## src/common/rx_cfg_pkg.sv

```systemverilog
package rx_cfg_pkg;

  //////////////////////////////
  // Data path widths
  //////////////////////////////

  localparam int DATA_WIDTH  = 16;  // I or Q component.
  localparam int PHASE_WIDTH = 2;   // Quarter turns.
  localparam int NSYMB_WIDTH = 16;

  // Scaled sample = (sample * scale) >>> SCALE_SHIFT.
  localparam int SCALE_SHIFT = 8;

  //////////////////////////////
  // Front panel GPIO
  //////////////////////////////

  localparam int GPIO_WIDTH     = 12;
  localparam int GPIO_SYNC_BIT  = 0;  // Sync pattern being sent.
  localparam int GPIO_THRES_BIT = 4;  // Last block above noise threshold.

  //////////////////////////////
  // Sync pattern and states
  //////////////////////////////

  localparam logic signed [DATA_WIDTH-1:0] SYNC_AMP = 16'sd16384;

  localparam logic [1:0] ST_INIT     = 2'b00;
  localparam logic [1:0] ST_LOC_SYNC = 2'b01;
  localparam logic [1:0] ST_LOC_RX   = 2'b11;

endpackage
```

## src/common/rx_types_pkg.sv

```systemverilog
package rx_types_pkg;

  // One complex sample, I in the upper half.
  typedef struct packed {
    logic signed [rx_cfg_pkg::DATA_WIDTH-1:0] i;
    logic signed [rx_cfg_pkg::DATA_WIDTH-1:0] q;
  } iq_t;

  typedef enum logic [1:0] {
    S_INIT     = rx_cfg_pkg::ST_INIT,
    S_LOC_SYNC = rx_cfg_pkg::ST_LOC_SYNC,
    S_LOC_RX   = rx_cfg_pkg::ST_LOC_RX
  } rx_state_t;

  // Field layout follows the GPIO bit positions.
  typedef struct packed {
    logic [rx_cfg_pkg::GPIO_WIDTH-rx_cfg_pkg::GPIO_THRES_BIT-2:0]    spare_hi;
    logic                                                          thres_trig;
    logic [rx_cfg_pkg::GPIO_THRES_BIT-rx_cfg_pkg::GPIO_SYNC_BIT-2:0] spare_lo;
    logic                                                          sync_out;
  } gpio_t;

  typedef struct packed {
    logic [rx_cfg_pkg::PHASE_WIDTH-1:0] phase;
    logic [rx_cfg_pkg::NSYMB_WIDTH-1:0] symb_n;
    logic [15:0]                        sync_count;
  } rx_debug_t;

endpackage

```

## src/source/iq_scaler.sv

```systemverilog
module iq_scaler (
  input  logic                                clk,
  input  logic                                i_reset,
  input  logic                                i_clear,
  input  logic [rx_cfg_pkg::DATA_WIDTH-1:0]   i_scale,
  input  rx_types_pkg::iq_t                   i_sample,
  output rx_types_pkg::iq_t                   o_sample
);

  localparam int W  = rx_cfg_pkg::DATA_WIDTH;
  localparam int PW = 2 * W + 1;  // Signed sample times unsigned scale.

  localparam longint MAX_VAL = 2**(W-1) - 1;
  localparam longint MIN_VAL = -(2**(W-1));

  function automatic logic signed [W-1:0] scale_sat(
    input logic signed [W-1:0] x,
    input logic        [W-1:0] s
  );
    logic signed [PW-1:0] prod;
    prod = x * $signed({1'b0, s});
    prod = prod >>> rx_cfg_pkg::SCALE_SHIFT;  // Rounds toward minus infinity.
    if (prod > MAX_VAL) begin
      scale_sat = {1'b0, {(W-1){1'b1}}};
    end else if (prod < MIN_VAL) begin
      scale_sat = {1'b1, {(W-1){1'b0}}};
    end else begin
      scale_sat = prod[W-1:0];
    end
  endfunction

  always_ff @(posedge clk) begin
    if (i_reset | i_clear) begin
      o_sample <= '0;
    end else begin
      o_sample.i <= scale_sat(i_sample.i, i_scale);
      o_sample.q <= scale_sat(i_sample.q, i_scale);
    end
  end

endmodule

```

## config.mk

```make
export PLATFORM = sky130hd
export DESIGN_NAME = iq_scaler
export DESIGN_NICKNAME = d
export VERILOG_FILES = /design/src/common/rx_cfg_pkg.sv /design/src/common/rx_types_pkg.sv /design/src/source/iq_scaler.sv
export SDC_FILE = /design/constraint.sdc
export NUM_CORES = 1
export LEC_CHECK = 0
export ABC_CLOCK_PERIOD_IN_PS = 17270
export BUFFER_PORTS_ARGS = -buffer_cell sky130_fd_sc_hd__buf_2
export CAP_MARGIN = 0
export CORE_ASPECT_RATIO = 1.2
export CORE_MARGIN = 1
export CORE_UTILIZATION = 51
export CTS_CLUSTER_DIAMETER = 80
export CTS_CLUSTER_SIZE = 10
export DETAILED_ROUTE_END_ITERATION = 7
export PLACE_DENSITY = 0.68
export SYNTH_ARGS = -nofsm -noshare
export SYNTH_HDL_FRONTEND = slang
export SYNTH_SLANG_ARGS = --single-unit
```

## constraint.sdc

```tcl
create_clock -name clk -period 17.27 [get_ports clk]
set_clock_uncertainty 0.2 [all_clocks]
set_input_delay 3.454 -clock clk [delete_from_list [all_inputs] [get_ports clk]]
set_output_delay 3.454 -clock clk [all_outputs]
set_load 0.005 [all_outputs]
```

==> flow_metrics.py <==
metrics = {
    "outcome": {
        "status": "completed",
    },
    "detailed_routing": {
        "vias": 13769,
        "routed_wl_microns": 40400,
        "drt_iter0_drc": 587,
        "antenna_left": 0,
        "viasPerCell": 5.32,
        "routedWlPerCell_microns": 15.6,
        "remaining_drc_errors": 0,
        "dr.pass1.iters": 5,
    },
    "floorplanning": {
        "io_pins": 83,
        "fp.dieH_microns": 210,
        "die_area_sq_um": 37000,
        "fp.dieW_microns": 176,
        "initial_core_util_pct": 51.7,
        "coreArea_sq_um": 35800,
        "rows": 76,
    },
    "timing": {
        "finalSetupViolCount": 0,
        "period_minus_slack_ps": 10690,
        "slew_headroom_pct": 41.8,
        "finalCritPeriodShare_pct": 61.9,
        "rsz0062_at_grt": "no",
        "final_hold_viol_count": 0,
        "fmax_mhz": 93.6,
        "worstMarginPinSlew_ps": 868,
        "setup_tns_ps": 0,
        "timing.final.max_slew_violations": 0,
    },
    "layout": {
        "top_regs": "o_sample x32",
        "antenna_cells_inserted": 0,
        "final_nets": 2795,
        "syn_to_final_growth_pct": 4.22,
        "largest_reg_flops": 32,
        "regMostFlops": "o_sample",
        "drive_gt1_share_pct": 5.24,
    },
    "placed_design": {
        "gp_congestion": 0.900,
        "io_buffers": 82,
        "place_hpwl_microns": 32800,
    },
    "clock_tree": {
        "cts_hold_buf": 0,
        "cts_max_path_buffers": 2,
        "cts_tree": "yes",
        "post-cts-setup-buffer-count": 0,
        "cts.clk_slew.worst_paths_ps": 50,
        "htree_num_levels": 2,
        "cts_sinks": 32,
        "cts_buffers": 5,
        "post_cts_resized": 0,
        "root_buffer": "clkbuf_16",
    },
    "setup_path": {
        "cp.buffers_inverters": 4,
        "max_stage_delay_ps": 650,
        "worstPathArrival_ps": 10700,
        "path_cells": "buf_2, nand2_1, fa_1, inv_1, fa_1, fa_1, fa_1, fa_1, inv_1, fa_1, inv_1, ha_1, nand2_1, nor3_1, nand3_1, a311oi_2, o31ai_2, nand2_1, a31oi_1, xnor2_1, o21ai_1, o21ai_0",
        "crit_fanout": 32,
        "crit_slowest_cell": "xnor2_1",
        "cp_top_family": "adder cells",
        "startpoint_type": "input pin",
        "critPathKind": "input pin to register",
        "critPathRequiredTime_ps": 17280,
        "crit_path_end_kind": "register",
        "crit_path_frequent_cell": "fa_1",
    },
    "grt": {
        "grt_pass1_wl_microns": 71100,
        "grt_pass1_vias": 15089,
        "grt_overflow": 0,
        "track_usage_pct": 23.8,
        "grt_max_degree": 33,
        "grt_antenna_before_repair": 0,
    },
    "yosys": {
        "synth_edf_count": 0,
        "synthFlopType": "dfxtp_1",
        "yosysUniqueCellTypes": 67,
        "synthArstFlopShare_pct": 0,
        "seq_area_frac_synth_pct": 3.47,
        "syn-num-nets": 2792,
        "ys_ff_latch": 32,
        "ys_warn_count": 0,
        "postSynthAreaPerCell_sq_um": 8.73,
        "syn-cell-area_sq_um": 18500,
        "syn_inst": 2117,
    },
    "min_path": {
        "worstHoldStart": "i_reset",
        "hp-class": "input pin to register",
        "hold_depth": 2,
        "hold-path-endpoint": "o_sample[31]",
    },
    "run": {
        "max_cap_viol_count": 0,
    },
}
==> worst max-delay path by stage <==
stage	startpoint	end	slack, ps	depth (start not counted)
global placement	i_scale[7]	o_sample[5]	6350	22
floorplan	i_scale[7]	o_sample[21]	7480	25
detailed placement	i_scale[7]	o_sample[12]	6280	22
global route	i_scale[7]	o_sample[14]	5990	22
finish	i_scale[8]	o_sample[12]	6580	22
CTS	i_scale[7]	o_sample[12]	6560	22
==> final cells by class <==
| class | count | area [sq um] |
|---|---|---|
| clock inverter | 1 | 5.00 |
| timing repair buffer | 82 | 410 |
| inverter | 495 | 1860 |
| multi-input combinational | 1504 | 15600 |
| tap | 468 | 586 |
| fill | 3359 | 16500 |
| sequential | 32 | 641 |
| clock buffer | 6 | 129 |
==> cell families after synthesis <==
family	share of synthesized area [%]
AND/OR/NAND/NOR	17.5
adder cells (fa/ha/maj)	58.0
buffers and inverters	12.0
AO/OA/AOI/OAI	6.64
XOR/XNOR	2.41
flip-flops	3.47
multiplexers	0.108
==> metal layers <==
metal	part of all wire, %	GRT usage, %	up-vias
met1	41	29.6	7097
met4	3.0	8.31	0
met3	3.0	1.17	48
met5	0	0	-
met2	53	43.7	264
li1	-	-	6360
==> cells in the final DEF (no fill, tap or decap), drive strengths merged, types with 4 or more instances in the layout <==
master and instances:
a21o 30, a21oi 50, a31oi 8, and2 229, and3 9, buf 82, clkbuf 6, dfxtp 32
fa 386, ha 238, inv 493, nand2 281, nand2b 18, nand3 16, nand4 11, nor2 48
nor3 11, nor4 7, o211ai 4, o21a 9, o21ai 46, o21bai 4, o31ai 6, xnor2 29
xor2 21
==> synth_stat cells, types with 2 or more instances <==
library cell    n  area share (%)
nand3_1        16            0.43
a211oi_1        2           0.081
o31ai_2         2            0.14
xor2_1         20            0.95
fa_1          386              42
o21ai_1         4            0.11
nand2_1       281             5.7
dfxtp_1        32             3.5
ha_1          238              16
or3_1           2           0.068
o211ai_1        3            0.12
and2_1        229             7.8
and4_1          2           0.095
o21a_1          9            0.37
buf_2           4            0.11
o2111ai_1       2           0.095
inv_1         493              10
nor4_1          5            0.17
a21boi_1        2           0.081
a21oi_1        49             1.3
nand2b_1       18            0.61
a31oi_1         8            0.27
clkbuf_1       79             1.6
and3_1          8            0.27
nor2b_1         3            0.10
xnor2_1        29             1.4
a21o_2          4            0.19
clkinv_1        2           0.041
o211a_1         3            0.16
a21o_1         26             1.1
nand4_1        11            0.37
nor3_1         10            0.27
nor2_1         48            0.98
buf_6           3            0.18
o21bai_1        4            0.16
mux2i_1         2            0.11
o31a_1          3            0.14
nor4_2          2            0.14
o21ai_0        42             1.1
o31ai_1         4            0.16
==> through the flow <==
stage	hold slack (ps)	instances	instance area, sq um	setup slack (ps)	util, %
final	3190	2588	19300	6580	53.8
after global routing	3200	2588	19300	5990	53.8
after CTS	3190	2588	19300	6560	53.8
after detailed placement	3510	2581	19100	6280	53.5
after global placement	3510	2581	19100	6350	53.5
after floorplan	3330	2117	18500	7480	-
Power is not shown: default switching activity piles up to over one toggle a cycle in this logic, so the estimate is an artifact.
