[src/common/rx_cfg_pkg.sv]
package rx_cfg_pkg;

  //////////////////////////////
  // Data path widths
  //////////////////////////////

  localparam int DATA_WIDTH  = 16;  // I or Q component.
  localparam int PHASE_WIDTH = 2;   // Quarter turns.
  localparam int NSYMB_WIDTH = 16;

  // Scaled sample = (sample * scale) >>> SCALE_SHIFT.
  localparam int SCALE_SHIFT = 8;

  //////////////////////////////
  // Front panel GPIO
  //////////////////////////////

  localparam int GPIO_WIDTH     = 12;
  localparam int GPIO_SYNC_BIT  = 0;  // Sync pattern being sent.
  localparam int GPIO_THRES_BIT = 4;  // Last block above noise threshold.

  //////////////////////////////
  // Sync pattern and states
  //////////////////////////////

  localparam logic signed [DATA_WIDTH-1:0] SYNC_AMP = 16'sd16384;

  localparam logic [1:0] ST_INIT     = 2'b00;
  localparam logic [1:0] ST_LOC_SYNC = 2'b01;
  localparam logic [1:0] ST_LOC_RX   = 2'b11;

endpackage
[src/common/rx_types_pkg.sv]
package rx_types_pkg;

  // One complex sample, I in the upper half.
  typedef struct packed {
    logic signed [rx_cfg_pkg::DATA_WIDTH-1:0] i;
    logic signed [rx_cfg_pkg::DATA_WIDTH-1:0] q;
  } iq_t;

  typedef enum logic [1:0] {
    S_INIT     = rx_cfg_pkg::ST_INIT,
    S_LOC_SYNC = rx_cfg_pkg::ST_LOC_SYNC,
    S_LOC_RX   = rx_cfg_pkg::ST_LOC_RX
  } rx_state_t;

  // Field layout follows the GPIO bit positions.
  typedef struct packed {
    logic [rx_cfg_pkg::GPIO_WIDTH-rx_cfg_pkg::GPIO_THRES_BIT-2:0]    spare_hi;
    logic                                                          thres_trig;
    logic [rx_cfg_pkg::GPIO_THRES_BIT-rx_cfg_pkg::GPIO_SYNC_BIT-2:0] spare_lo;
    logic                                                          sync_out;
  } gpio_t;

  typedef struct packed {
    logic [rx_cfg_pkg::PHASE_WIDTH-1:0] phase;
    logic [rx_cfg_pkg::NSYMB_WIDTH-1:0] symb_n;
    logic [15:0]                        sync_count;
  } rx_debug_t;

endpackage

[src/preamble_detect/preamble_detect.sv]
module preamble_detect #(
  parameter int DEC_RATE = 64,  // Samples per energy block.
  parameter int NRX_TRIG = 16   // Blocks above threshold before a trigger.
)(
  input  logic                                clk,
  input  logic                                i_reset,
  input  logic                                i_clear,
  input  rx_types_pkg::iq_t                   i_sample,
  input  logic [2*rx_cfg_pkg::DATA_WIDTH-1:0] i_noise_thres,
  output logic                                o_peak_valid,
  output logic                                o_peak_stb,
  output logic                                o_peak_thres
);

  localparam int W     = rx_cfg_pkg::DATA_WIDTH;
  localparam int AW    = 2 * W;
  localparam int CNT_W = (DEC_RATE > 1) ? $clog2(DEC_RATE) : 1;
  localparam int RUN_W = $clog2(NRX_TRIG + 1);

  logic [CNT_W-1:0] samp_cnt;
  logic [RUN_W-1:0] run_n;      // Consecutive blocks above threshold.
  logic [AW-1:0]    acc;
  logic [AW-1:0]    block_sum;
  logic [W+1:0]     energy;
  logic             block_end;
  logic             above;

  // Magnitude in W+1 bits so that the most negative value is exact.
  function automatic logic [W:0] abs_val(input logic signed [W-1:0] x);
    logic [W:0] ext;
    ext = {x[W-1], x};
    abs_val = x[W-1] ? -ext : ext;
  endfunction

  //////////////////////////////
  // Block energy
  //////////////////////////////

  always_comb begin
    energy    = abs_val(i_sample.i) + abs_val(i_sample.q);
    block_sum = acc + AW'(energy);
    block_end = (samp_cnt == CNT_W'(DEC_RATE - 1));
    above     = (block_sum > i_noise_thres);  // Strictly greater.
  end

  //////////////////////////////
  // Threshold run and trigger
  //////////////////////////////

  always_ff @(posedge clk) begin
    if (i_reset | i_clear) begin
      samp_cnt     <= '0;
      acc          <= '0;
      run_n        <= '0;
      o_peak_valid <= 1'b0;
      o_peak_stb   <= 1'b0;
      o_peak_thres <= 1'b0;
    end else begin
      o_peak_valid <= 1'b0;
      o_peak_stb   <= 1'b0;
      if (block_end) begin
        samp_cnt     <= '0;
        acc          <= '0;
        o_peak_valid <= 1'b1;
        o_peak_thres <= above;
        if (above) begin
          if (run_n != RUN_W'(NRX_TRIG)) begin
            run_n <= run_n + 1'b1;  // Saturates at NRX_TRIG.
          end
          o_peak_stb <= (run_n == RUN_W'(NRX_TRIG - 1));
        end else begin
          run_n <= '0;
        end
      end else begin
        samp_cnt <= samp_cnt + 1'b1;
        acc      <= block_sum;
      end
    end
  end

endmodule

[config.mk]
export PLATFORM = sky130hd
export DESIGN_NAME = preamble_detect
export DESIGN_NICKNAME = d
export VERILOG_FILES = /design/src/common/rx_cfg_pkg.sv /design/src/common/rx_types_pkg.sv /design/src/preamble_detect/preamble_detect.sv
export SDC_FILE = /design/constraint.sdc
export NUM_CORES = 1
export LEC_CHECK = 0
export BUFFER_PORTS_ARGS = -buffer_cell sky130_fd_sc_hd__clkbuf_2
export CAP_MARGIN = 5
export CORE_ASPECT_RATIO = 1.2
export CORE_MARGIN = 8
export CORE_UTILIZATION = 50
export DETAILED_ROUTE_END_ITERATION = 8
export GPL_TIMING_DRIVEN = 0
export MAX_ROUTING_LAYER = met4
export PLACE_DENSITY = 0.83
export SYNTH_ARGS = -nofsm -noshare
export SYNTH_HDL_FRONTEND = slang
export SYNTH_SLANG_ARGS = --single-unit
export TNS_END_PERCENT = 50
[constraint.sdc]
create_clock -name clk -period 17.7 [get_ports clk]
set_input_delay 0.885 -clock clk [delete_from_list [all_inputs] [get_ports clk]]
set_output_delay 0.885 -clock clk [all_outputs]
set_load 0.005 [all_outputs]
==> flow_summary.toml <==
[logic_synthesis]
synth-seq-cells = 46
yosysSeqAreaShare_pct = 20.2
ys.flop_type = "dfxtp_1"
synth_edf_count = 0
yosys_warnings = 0
avgSynthCellArea_um2 = 7.96
synth_compound_area_share_pct = 14.9
synthMuxAreaShare_pct = 0.659
synth_top_family_by_area = "adder cells"
synthAdderAreaFrac_pct = 23.0
synthesis.area_mm2 = 0.00456
yosys.area_share.simple_pct = 21.8
yosysUniqueCellTypes = 52
ys_async_sr_fraction_pct = 0
syn_inst = 572
synth_xor_area_share_pct = 11.0

[clock_tree]
insertion_delay_ps = 310
clk_pin_slew_ps = 80
cts_sinks = 46
cts_buffers = 5
ctsRootBufferMaster = "clkbuf_8"
cts_resized = 0
cts.path.max_buffers = 2
cts_tree = "done"
hold_buffers = 0
htreeDepth = 2
postCtsSetupBuffers = 0

[setup_path]
regToRegSetupSlack_ps = 12380
cp.arrival_ps = 7460
critPathMaxFanout = 9
rr_startpoint = "acc[12]$_SDFF_PP0_"
crit_path_start_kind = "input pin"
r2r_cells = 18
critical_path_class = "input pin to flip-flop"
cp-end-kind = "flip-flop"
reg2reg_to = "run_n[1]$_SDFFE_PP0P_"
crit_required_ps = 17900

[run_status]
status = "complete, no violations"

[timing]
worst_pin_slew_ps = 788
finalSetupViolations = 0
clock_skew_ps = 6.86
maxSlewHeadroom_pct = 46.7
fin_crit_sh_pct = 41.0
period_minus_slack_ps = 7260
rsz0062_at_grt = "no"
setup_tns_ps = 0
drv_slew = 0
finalHoldViolations = 0
max_clock_freq_mhz = 138

[finish]
final_nets = 789
antenna_cells = 0
seq_area_um2 = 921
multi_input_area_mm2 = 0.00326
drive_gt1_share_pct = 13.2
final_cell_mix = "inv_1, clkbuf_2, ha_1"
area_delta_synth_final_pct = 13.4
nFillCells = 846
fin_util_pct = 57.8
layout_commonest_cell = "inv_1"

[route]
first_iter_violations = 166
first_pass_iters = 4
totalWireLength_um = 10900
vias = 4181
post_drt_wl_per_cell_um = 14.2
via_per_inst = 5.43
drc = 0
ant_nets = 0

[worst_hold_path]
hold_start = "samp_cnt[0]$_SDFF_PP0_"
whs_endpoint = "samp_cnt[0]$_SDFF_PP0_"
hold_depth = 1
holdCritPathClass = "flip-flop to flip-flop"

[grt]
grt_busiest_layer = "met2"
grt_pass1_vias = 4327
met1_usage_pct = 19.9
overflow = 0
antenna_found_initial = 0
use_met3_pct = 2.53
grt_start_max_net_pins = 15
met2_usage_pct = 34.6
grt_pass1_wl_um = 18700
grtUsageTotal_pct = 18.9

[placement]
place.gp.congestion = 0.865
port_buffers = 69
hpwl_um = 9200

[power_and_ir_drop]
p_per_area_mw_per_mm2 = 134
vdd_drop_max_uv = 48.6
p_leak_nw = 2.56

[die]
die_x_um = 103
core_area_mm2 = 0.00894
ioPinCount = 70
die_h_um = 121
die_area_mm2 = 0.0124
start_util_pct = 51.0
num_rows = 38

[job]
drv_cap = 0
## stage by stage
stage          cells  cell area (um^2)  worst slack [ps]  power (mW)  hold slack, ps
2_1_floorplan    573              4560             11220       0.502             418
4_1_cts          770              5160             10450       0.694             459
3_3_place_gp     762              5050             10360       0.588             429
3_5_place_dp     762              5050             10190       0.612             439
5_1_grt          770              5160              9910       0.767             490
6_report         770              5160             10440       0.692             459
## final cells by class
| type | count | share of cell area (%) |
|---|---|---|
| Sequential cell | 46 | 17.8 |
| Buffer | 15 | 1.31 |
| Timing Repair Buffer | 69 | 6.69 |
| Tap cell | 120 | 2.91 |
| Multi-Input combinational cell | 428 | 63.0 |
| Clock inverter | 2 | 0.727 |
| Clock buffer | 6 | 1.41 |
| Inverter | 84 | 6.10 |
## how the worst max path moves through the flow
stage,startpoint,endpoint
after CTS,i_sample[16],run_n[1]$_SDFFE_PP0P_
after floorplan,i_sample[16],run_n[0]$_SDFFE_PP0P_
after detailed placement,i_sample[16],run_n[1]$_SDFFE_PP0P_
final,i_sample[16],run_n[1]$_SDFFE_PP0P_
after global placement,i_sample[16],run_n[0]$_SDFFE_PP0P_
after global routing,i_sample[16],run_n[1]$_SDFFE_PP0P_
## synthesized netlist by cell type, types with 3 or more instances
master     n  area [um^2]
o31ai_1    7         52.6
clkbuf_1  13         48.8
inv_1     84          315
dfxtp_1   46          921
nand3_1   15         75.1
and3_1    25          156
o21ai_0   22          110
nand4_1   13         81.3
mux2i_1    3         30.0
or3_1      7         43.8
nor3_1     7         35.0
a211oi_1   6         45.0
ha_1      55          688
nor2b_1   21          131
a21o_1     9         67.6
xor2_1    31          272
a31oi_1    5         31.3
fa_1      18          360
xnor2_1   26          228
nor4b_1    3         26.3
a21oi_1   32          160
o211ai_1   8         60.1
nor2_1    32          120
nand2_1   48          180
## layer usage
| metal | part of all wire [%] | wire (um) |
|---|---|---|
| met1 | 41 | 4490 |
| met2 | 52 | 5630 |
| met3 | 5.1 | 558 |
| met4 | 2.0 | 219 |
| met5 | 0 | 0 |
## kinds of logic after synthesis
kind of cell | after synthesis
AND/OR/NAND/NOR | 189
other | 1
flip-flops | 46
adder cells (fa/ha/maj) | 73
buffers and inverters | 99
multiplexers | 3
XOR/XNOR | 57
AO/OA/AOI/OAI | 104
## power by group
part	switching [mW]	leakage (nW)	internal, mW	total, mW
combinational	0.287	2.14	0.201	0.488
clock	0.0379	0.0514	0.0422	0.0801
sequential	0.00462	0.374	0.119	0.124
total	0.330	2.56	0.363	0.692
## flip-flops by register name, indices dropped and copies added (netlist names)
signal and count:
acc 32, samp_cnt 6, run_n 5, o_peak_stb 1
o_peak_thres 1, o_peak_valid 1
## worst max-delay path, stage by stage
cell	delay (ps)
clkbuf_2	120
inv_1	60
ha_1	160
nand2_1	80
or3_1	340
o31ai_1	450
nand3b_1	170
o21ai_0	240
xor2_1	130
fa_1	510
inv_1	40
ha_1	290
buf_6	140
a21o_1	190
a311o_1	270
or4_4	560
a31oi_4	280
nand3b_1	170
xnor2_1	100
ha_1	330
nand4_1	220
nor4_2	550
nand2_1	140
a21oi_1	530
o21ai_0	210
a32o_1	290
(Power assumes the default switching activity.)
