--- src/common/rx_cfg_pkg.sv ---
package rx_cfg_pkg;

  //////////////////////////////
  // Data path widths
  //////////////////////////////

  localparam int DATA_WIDTH  = 16;  // I or Q component.
  localparam int PHASE_WIDTH = 2;   // Quarter turns.
  localparam int NSYMB_WIDTH = 16;

  // Scaled sample = (sample * scale) >>> SCALE_SHIFT.
  localparam int SCALE_SHIFT = 8;

  //////////////////////////////
  // Front panel GPIO
  //////////////////////////////

  localparam int GPIO_WIDTH     = 12;
  localparam int GPIO_SYNC_BIT  = 0;  // Sync pattern being sent.
  localparam int GPIO_THRES_BIT = 4;  // Last block above noise threshold.

  //////////////////////////////
  // Sync pattern and states
  //////////////////////////////

  localparam logic signed [DATA_WIDTH-1:0] SYNC_AMP = 16'sd16384;

  localparam logic [1:0] ST_INIT     = 2'b00;
  localparam logic [1:0] ST_LOC_SYNC = 2'b01;
  localparam logic [1:0] ST_LOC_RX   = 2'b11;

endpackage
--- src/common/rx_types_pkg.sv ---
package rx_types_pkg;

  // One complex sample, I in the upper half.
  typedef struct packed {
    logic signed [rx_cfg_pkg::DATA_WIDTH-1:0] i;
    logic signed [rx_cfg_pkg::DATA_WIDTH-1:0] q;
  } iq_t;

  typedef enum logic [1:0] {
    S_INIT     = rx_cfg_pkg::ST_INIT,
    S_LOC_SYNC = rx_cfg_pkg::ST_LOC_SYNC,
    S_LOC_RX   = rx_cfg_pkg::ST_LOC_RX
  } rx_state_t;

  // Field layout follows the GPIO bit positions.
  typedef struct packed {
    logic [rx_cfg_pkg::GPIO_WIDTH-rx_cfg_pkg::GPIO_THRES_BIT-2:0]    spare_hi;
    logic                                                          thres_trig;
    logic [rx_cfg_pkg::GPIO_THRES_BIT-rx_cfg_pkg::GPIO_SYNC_BIT-2:0] spare_lo;
    logic                                                          sync_out;
  } gpio_t;

  typedef struct packed {
    logic [rx_cfg_pkg::PHASE_WIDTH-1:0] phase;
    logic [rx_cfg_pkg::NSYMB_WIDTH-1:0] symb_n;
    logic [15:0]                        sync_count;
  } rx_debug_t;

endpackage

--- src/tag_rx/tag_rx.sv ---
module tag_rx #(
  parameter int NSYMB         = 512,  // Symbols per local interval.
  parameter int NLOC_PER_SYNC = 7     // Local intervals per sync.
)(
  input  logic                    clk,
  input  logic                    i_reset,
  input  logic                    i_srst,
  input  rx_types_pkg::iq_t       i_sample,
  output rx_types_pkg::iq_t       o_bb,
  output logic                    o_sync_ready,
  output rx_types_pkg::rx_debug_t o_debug
);

  localparam int PW    = rx_cfg_pkg::PHASE_WIDTH;
  localparam int SW    = rx_cfg_pkg::NSYMB_WIDTH;
  localparam int LOC_W = (NLOC_PER_SYNC > 1) ? $clog2(NLOC_PER_SYNC) : 1;

  logic [PW-1:0]    phase;
  logic [SW-1:0]    symb_n;
  logic [LOC_W-1:0] loc_n;
  logic             symb_last;
  logic             sync_last;

  // Mixing with exp(-j*pi/2*k), one quarter turn per sample.
  function automatic rx_types_pkg::iq_t rotate(
    input rx_types_pkg::iq_t s,
    input logic [PW-1:0]     ph
  );
    rx_types_pkg::iq_t r;
    case (ph)
      2'd0: begin
        r.i = s.i;
        r.q = s.q;
      end
      2'd1: begin
        r.i = s.q;
        r.q = -s.i;
      end
      2'd2: begin
        r.i = -s.i;
        r.q = -s.q;
      end
      default: begin
        r.i = -s.q;
        r.q = s.i;
      end
    endcase
    rotate = r;
  endfunction

  assign symb_last = (symb_n == SW'(NSYMB - 1));
  assign sync_last = symb_last && (loc_n == LOC_W'(NLOC_PER_SYNC - 1));

  always_ff @(posedge clk) begin
    if (i_reset | i_srst) begin
      phase  <= '0;
      symb_n <= '0;
      loc_n  <= '0;
    end else begin
      phase <= phase + 1'b1;
      if (symb_last) begin
        symb_n <= '0;
        loc_n  <= sync_last ? '0 : loc_n + 1'b1;
      end else begin
        symb_n <= symb_n + 1'b1;
      end
    end
  end

  always_ff @(posedge clk) begin
    if (i_reset) begin
      o_sync_ready <= 1'b0;
    end else begin
      o_sync_ready <= ~i_srst & sync_last;  // With the last sample of the interval.
    end
  end

  always_ff @(posedge clk) begin
    o_bb <= rotate(i_sample, phase);
  end

  assign o_debug = '{phase: phase, symb_n: symb_n, sync_count: 16'd0};

endmodule

--- config.mk ---
export PLATFORM = sky130hd
export DESIGN_NAME = tag_rx
export DESIGN_NICKNAME = d
export VERILOG_FILES = /design/src/common/rx_cfg_pkg.sv /design/src/common/rx_types_pkg.sv /design/src/tag_rx/tag_rx.sv
export SDC_FILE = /design/constraint.sdc
export NUM_CORES = 1
export LEC_CHECK = 0
export BUFFER_PORTS_ARGS = -buffer_cell sky130_fd_sc_hd__buf_4
export CAP_MARGIN = 10
export CELL_PAD_IN_SITES_DETAIL_PLACEMENT = 0
export CELL_PAD_IN_SITES_GLOBAL_PLACEMENT = 1
export CORE_UTILIZATION = 33
export CTS_CLUSTER_DIAMETER = 60
export CTS_CLUSTER_SIZE = 10
export DETAILED_ROUTE_END_ITERATION = 10
export PLACE_DENSITY_LB_ADDON = 0.1
export SLEW_MARGIN = 40
export SYNTH_ARGS = -nofsm -noshare
export SYNTH_HDL_FRONTEND = slang
export SYNTH_SLANG_ARGS = --single-unit
--- constraint.sdc ---
create_clock -name clk -period 1.8 [get_ports clk]
set_input_delay 0.09 -clock clk [delete_from_list [all_inputs] [get_ports clk]]
set_output_delay 0.09 -clock clk [all_outputs]
set_load 0.05 [all_outputs]
==> results of run 1 <==
==> cells in the mapped netlist (3+ instances only) <==
cell type  count
mux2i_1        3
nor2b_1        3
a21oi_1       25
or3_1          3
dfxtp_1       54
xor2_1        17
nor4_1         3
clkbuf_1      18
xnor2_1       17
nand4_1        3
nor2_1        44
a222oi_1       9
o21ai_0       17
nand3_1       15
and3_1         6
ha_1           9
buf_4         16
a221oi_1      10
nand4b_1       3
a31oi_1        3
inv_1         13
nand2b_1       3
nand2_1       30
a2bb2oi_1      3
a221o_1        4
nor3_1        13
buf_1          3
==> power groups by stage <==
stage	combinational, mW	sequential (mW)	clock [mW]
6_report	0.945	1.31	0.755
5_1_grt	1.00	1.32	0.828
4_1_cts	0.947	1.31	0.793
3_5_place_dp	0.944	1.33	0
3_3_place_gp	0.942	1.33	0
2_1_floorplan	0.346	1.63	0
==> through the flow <==
| stage | TNS, ns | power (mW) | setup slack [ns] |
|---|---|---|---|
| detailed placement | -0.07068 | 2.277 | -0.07068 |
| global route | 0 | 3.148 | 0.002487 |
| global placement | -0.04640 | 2.275 | -0.04640 |
| finish | 0 | 3.007 | 0.1244 |
| CTS | 0 | 3.048 | 0.001226 |
| floorplan | -0.0004129 | 1.974 | -0.0004129 |
==> final cells by class <==
type | instances | area share (%)
Multi-Input combinational cell | 299 | 45.49
Sequential cell | 54 | 25.73
Clock inverter | 2 | 0.3806
Timing Repair Buffer | 116 | 21.55
Inverter | 13 | 1.142
Tap cell | 129 | 3.776
Clock buffer | 6 | 1.932
==> state kept, by name, summed over array words and instances, names as in the netlist <==
signal	cells
phase	2
o_bb	32
o_sync_ready	1
symb_n	16
loc_n	3
==> per-layer routing <==
layer	track usage, %	part of all wire, %	vias to the layer above
met3	3.259	5.4	10
li1	-	-	1573
met4	5.574	1.2	0
met1	23.80	47	1473
met5	0	0	-
met2	30.19	46	104
==> how the worst max path moves through the flow <==
stage	startpoint	endpoint	slack, ns	cells past startpoint
2_1_floorplan	symb_n[13]	loc_n[2]	-0.0004	5
3_3_place_gp	i_sample[16]	o_bb[8]	-0.05	9
3_5_place_dp	i_sample[16]	o_bb[8]	-0.07	9
4_1_cts	symb_n[13]	loc_n[2]	0.001	5
5_1_grt	phase[0]	o_bb[11]	0.002	7
6_report	phase[0]	o_bb[8]	0.12	6
==> kinds of logic after synthesis <==
kind of cell | synth area share [%]
AND/OR/NAND/NOR | 23.68
adder cells (fa/ha/maj) | 3.512
XOR/XNOR | 9.286
flip-flops | 33.71
AO/OA/AOI/OAI | 19.66
multiplexers | 1.639
other | 0.1169
buffers and inverters | 8.388
==> worst register-to-register path, cell delays in order, from the launching register on <==
cell and delay (ns):
dfxtp_2 0.44, ha_1 0.26, buf_12 0.19, nor2_1 0.07
mux2_2 0.26, a222oi_1 0.21, o21ai_0 0.14
==> qor.yml, run 1 <==
setup_path:
  reg2reg_depth: 6
  crit_fanout: 27
  reg2reg_slack_ns: 0.12
  crit_family: "flip-flops"
  crit_path_start_kind: "flip-flop"
  crit_required_ns: 2.00
  path_cells: "ha_1, buf_12, nor2_1, mux2_2, a222oi_1, o21ai_0"
  cp_num_buf_inv: 1
  r2r-end: "o_bb[8]"
  crit_path_top_delay_cell: "dfxtp_2"
  endpoint_kind: "flip-flop"
  critPathMaxStageDelay_ns: 0.44
  cp_data_arrival_time_ns: 1.87
  worst-setup-path-type: "reg2reg"
  rr_startpoint: "phase[0]"
timing:
  rsz0062_at_grt: "false"
  finalHoldViolations: 0
  setup_viol: 0
  post-route-period-util_pct: 93.09
  fmax_mhz: 596.8
  holdWs_ns: 0.03397
  period_needed_ns: 1.676
  finalClockSkew_ns: 0.003589
  finalMaxSlewViolations: 0
layout:
  area_growth_pct: 33.28
  num_antenna_cells: 0
  stdcell_area_sq_um: 4274
  layout_commonest_cell: "buf_4"
  multi_input_comb_area_sq_um: 1944
  ff_latch_area_sq_um: 1100
  postLayoutCoreUtil_pct: 45.82
  fin_nets: 533
  layout_common_cells: "buf_4 (112), nor2_1 (43), dfxtp_1 (43), nand2_1 (30), a21oi_1 (25)"
  drive_gt1_share_pct: 31.43
  fin_cells: 619
  fillers: 942
worst_hold_path:
  min_delay_worst_endpoint: "o_bb[16]"
  worst_hold_path_type: "in2reg"
  hold_depth: 3
  hp-start: "i_sample[0]"
floorplan:
  dieArea_sq_um: 10120
  start_util_pct: 34.38
  rows: 35
  coreArea_sq_um: 9328
  io_pins: 102
  die_h_microns: 100.6
  die_w_microns: 100.6
grt:
  antenna_found_initial: 0
  grt_max_degree: 28
  grt_use_total_pct: 18.13
  gr-total-overflow: 0
  grt_pass1_vias: 2953
  grt_pass1_wl_microns: 14620
power:
  ir_drop_uv: 318.2
  p_per_area_nw_per_um2: 703.5
  combPwrFrac_pct: 31.4
  clockPowerShare_pct: 25.1
  p_seq_share_pct: 43.5
  switchingPower_mw: 1.097
  internal_power_mw: 1.910
  p_sw_share_pct: 36.49
  cellLeakagePower_nw: 1.782
route:
  detail-route-antenna-nets: 0
  totalWireLength_microns: 9157
  via_count: 3160
  drtIter0Drc: 186
  wl_per_cell_microns: 14.79
  avgViaCountPerCell: 5.105
  drt_first_pass_iters: 5
  drc: 0
clocking:
  cts_resized: 0
  ctsLongestPathBuffers: 2
  cts_hold_buf: 0
  cts_num_sinks: 54
  htree_num_levels: 2
  clk_pin_slew_ns: 0.11
  worstSkewPairLatency_ns: 0.31
  postCtsSetupBuffers: 0
  cts_root_buf: "clkbuf_8"
  cts_made_buffers: 5
  cts_tree: "done"
synthesis:
  synth_area_leaders: "dfxtp_1 (34%), nor2_1 (5.2%), xnor2_1 (4.6%), xor2_1 (4.6%), a21oi_1 (3.9%)"
  synthCells: 391
  yosys_warnings: 0
  synthArstFlopShare_pct: 0
  synth_edf_count: 0
  syn_avg_cell_area_sq_um: 8.202
  synth_seq_area_share_pct: 33.71
  syn-cell-area_sq_um: 3207
  ys.flop_type: "dfxtp_1"
  synth_top_area_cell: "dfxtp_1"
  synth_seq_cells: 54
  synth_top_area_share_pct: 33.71
  yosysUniqueCellTypes: 60
placement:
  place_area_sq_um: 4141
  dpl.cell_count: 611
  portBuffers: 85
  gp_congestion: 0.8637
  dpl.hpwl_microns: 6877
outcome:
  status: "finished, final reports clean"
job:
  maxCapViolations: 0
Note: power is estimated with default switching activity, not from simulation.
==> run 2, diff against run 1 <==
--- a/config.mk
+++ b/config.mk
@@ -7,13 +7,12 @@
 export LEC_CHECK = 0
 export BUFFER_PORTS_ARGS = -buffer_cell sky130_fd_sc_hd__buf_4
 export CAP_MARGIN = 10
-export CELL_PAD_IN_SITES_DETAIL_PLACEMENT = 0
-export CELL_PAD_IN_SITES_GLOBAL_PLACEMENT = 1
-export CORE_UTILIZATION = 33
+export CORE_UTILIZATION = 46
 export CTS_CLUSTER_DIAMETER = 60
 export CTS_CLUSTER_SIZE = 10
 export DETAILED_ROUTE_END_ITERATION = 10
-export PLACE_DENSITY_LB_ADDON = 0.1
+export PLACE_DENSITY = 0.76
+export REMOVE_ABC_BUFFERS = 1
 export SLEW_MARGIN = 40
 export SYNTH_ARGS = -nofsm -noshare
 export SYNTH_HDL_FRONTEND = slang
==> run 2 against run 1 <==
Effect of this change:
- setup slack got worse by 0.036 ns
- sequential share of layout area rose by 0.29 points
- clock-buffer cell count did not move
- non-clock buffer count fell by 2
- sequential power barely moved
- clock power rose by 8.3%
- critical path depth fell by 1
- clock skew rose by 0.0013 ns
- sequential cell count did not move
- final cell count fell by 8.2%
- largest power group unchanged
==> qor.yml, run 2 (same netlist as run 1, synthesis figures left out) <==
clocking:
  cts_made_buffers: 5
  cts_root_buf: "clkbuf_8"
  cts_tree: "done"
  ctsLongestPathBuffers: 2
  worstSkewPairLatency_ns: 0.31
  htree_num_levels: 2
  clk_pin_slew_ns: 0.10
  cts_num_sinks: 54
timing:
  period_needed_ns: 1.712
  holdWs_ns: 0.009052
  tns_ns: 0
  finalHoldViolations: 0
  setup_viol: 0
  finalClockSkew_ns: 0.004877
  finalMaxSlewViolations: 0
  post-route-period-util_pct: 95.08
  fmax_mhz: 584.3
placement:
  place_area_sq_um: 4036
  dpl.hpwl_microns: 6367
  portBuffers: 85
  gp_congestion: 0.8955
setup_path:
  reg2reg_slack_ns: 0.09
  critPathMaxStageDelay_ns: 0.48
  crit_path_top_delay_cell: "or3b_2"
  r2r-end: "loc_n[2]"
  rr_startpoint: "symb_n[13]"
  endpoint_kind: "flip-flop"
  path_cells: "nor4_1, and3_1, nand3_2, or3b_2, a21oi_1"
  worst-setup-path-type: "reg2reg"
  reg2reg_depth: 5
  crit_fanout: 4
  crit_path_start_kind: "flip-flop"
  crit_family: "simple AND/OR/NAND/NOR gates"
  crit_required_ns: 2.05
  cp_num_buf_inv: 0
  cp_data_arrival_time_ns: 1.96
power:
  internal_power_mw: 2.002
  p_per_area_nw_per_um2: 737.7
  combPwrFrac_pct: 30.6
  power.total_mw: 3.064
  p_sw_share_pct: 34.66
  ir_drop_uv: 427.0
  cellLeakagePower_nw: 1.761
  clockPowerShare_pct: 26.7
  switchingPower_mw: 1.062
  p_seq_share_pct: 42.7
route:
  via_count: 3270
  detail-route-antenna-nets: 0
  avgViaCountPerCell: 5.757
  wl_per_cell_microns: 15.13
  drc: 0
  drt_first_pass_iters: 6
  drtIter0Drc: 215
  totalWireLength_microns: 8592
grt:
  grt_use_total_pct: 23.22
  gr-total-overflow: 0
  grt_pass1_wl_microns: 13510
  grt_max_degree: 30
  antenna_found_initial: 0
  grt_pass1_vias: 2866
layout:
  area_growth_pct: 29.54
  largest_register_ffs: 32
  multi_input_comb_area_sq_um: 1921
  largest_registers: "o_bb (32), symb_n (16), loc_n (3)"
  layout_common_cells: "buf_4 (111), dfxtp_1 (54), nor2_1 (43), nand2_1 (30), a21oi_1 (25)"
  fillers: 582
  fin_nets: 531
  stdcell_area_sq_um: 4154
  postLayoutCoreUtil_pct: 61.48
  regMostFlops: "o_bb"
  ff_latch_area_sq_um: 1081
  layout_commonest_cell: "buf_4"
  num_antenna_cells: 0
  drive_gt1_share_pct: 28.07
floorplan:
  die_h_microns: 85.50
  die_w_microns: 85.50
  coreArea_sq_um: 6756
  start_util_pct: 47.46
  dieArea_sq_um: 7309
  io_pins: 102
  rows: 30
job:
  maxCapViolations: 0
worst_hold_path:
  worst_hold_path_type: "in2reg"
  hp-start: "i_sample[16]"
  hold_depth: 3
  min_delay_worst_endpoint: "o_bb[0]"
outcome:
  status: "finished, final reports clean"
run 2: worst max path at each step:
stage,from,end,slack [ns],cells after the start
after floorplan,phase[0],o_bb[14],-0.93,5
after global placement,i_sample[16],o_bb[9],-0.04,7
after detailed placement,i_sample[16],o_bb[9],-0.07,7
after CTS,symb_n[13],loc_n[2],0.03,5
after global routing,symb_n[1],loc_n[2],-0.02,6
final,symb_n[13],loc_n[2],0.09,5
run 2: timing repair:
item                                    CTS  global route
setup buffers                             0             0
endpoints found under the setup margin    0             3
gates resized for setup                   0             3
hold buffers                              0             0
run 2: final cells by class:
type | count | area share, %
flip-flops and latches | 54 | 26.02
well taps | 80 | 2.410
multi-input cells | 299 | 46.23
repair buffers | 114 | 21.51
inverters | 13 | 1.175
clock buffers | 6 | 1.747
clock inverters | 2 | 0.9036
run 2: power groups by stage:
stage / sequential [mW] / combinational (mW) / clock, mW
2_1_floorplan: 1.63 / 0.298 / 0
3_3_place_gp: 1.33 / 0.923 / 0
3_5_place_dp: 1.34 / 0.932 / 0
4_1_cts: 1.31 / 0.936 / 0.833
5_1_grt: 1.32 / 0.989 / 0.883
6_report: 1.31 / 0.939 / 0.818
run 2: metrics by stage:
| step | setup WS, ns | cells |
|---|---|---|
| finish | 0.08848 | 568 |
| floorplan | -0.9263 | 366 |
| global route | -0.01762 | 568 |
| CTS | 0.03304 | 568 |
| global placement | -0.04430 | 560 |
| detailed placement | -0.06996 | 560 |
run 2: per-layer routing:
metal  vias to the layer above  track usage [%]  share of wire (%)
li1                       1563                -                  -
met1                      1522            29.65                 41
met2                       169            39.35                 49
met3                        16            4.235                8.5
met4                         0            8.333                1.8
met5                         -                0                  0
run 2: worst reg2reg max path, delay by kind of cell (launching register included):
kind | cells | cell delay (ns)
AO/OA/AOI/OAI | 1 | 0.15
flip-flops | 1 | 0.36
AND/OR/NAND/NOR | 4 | 1.15
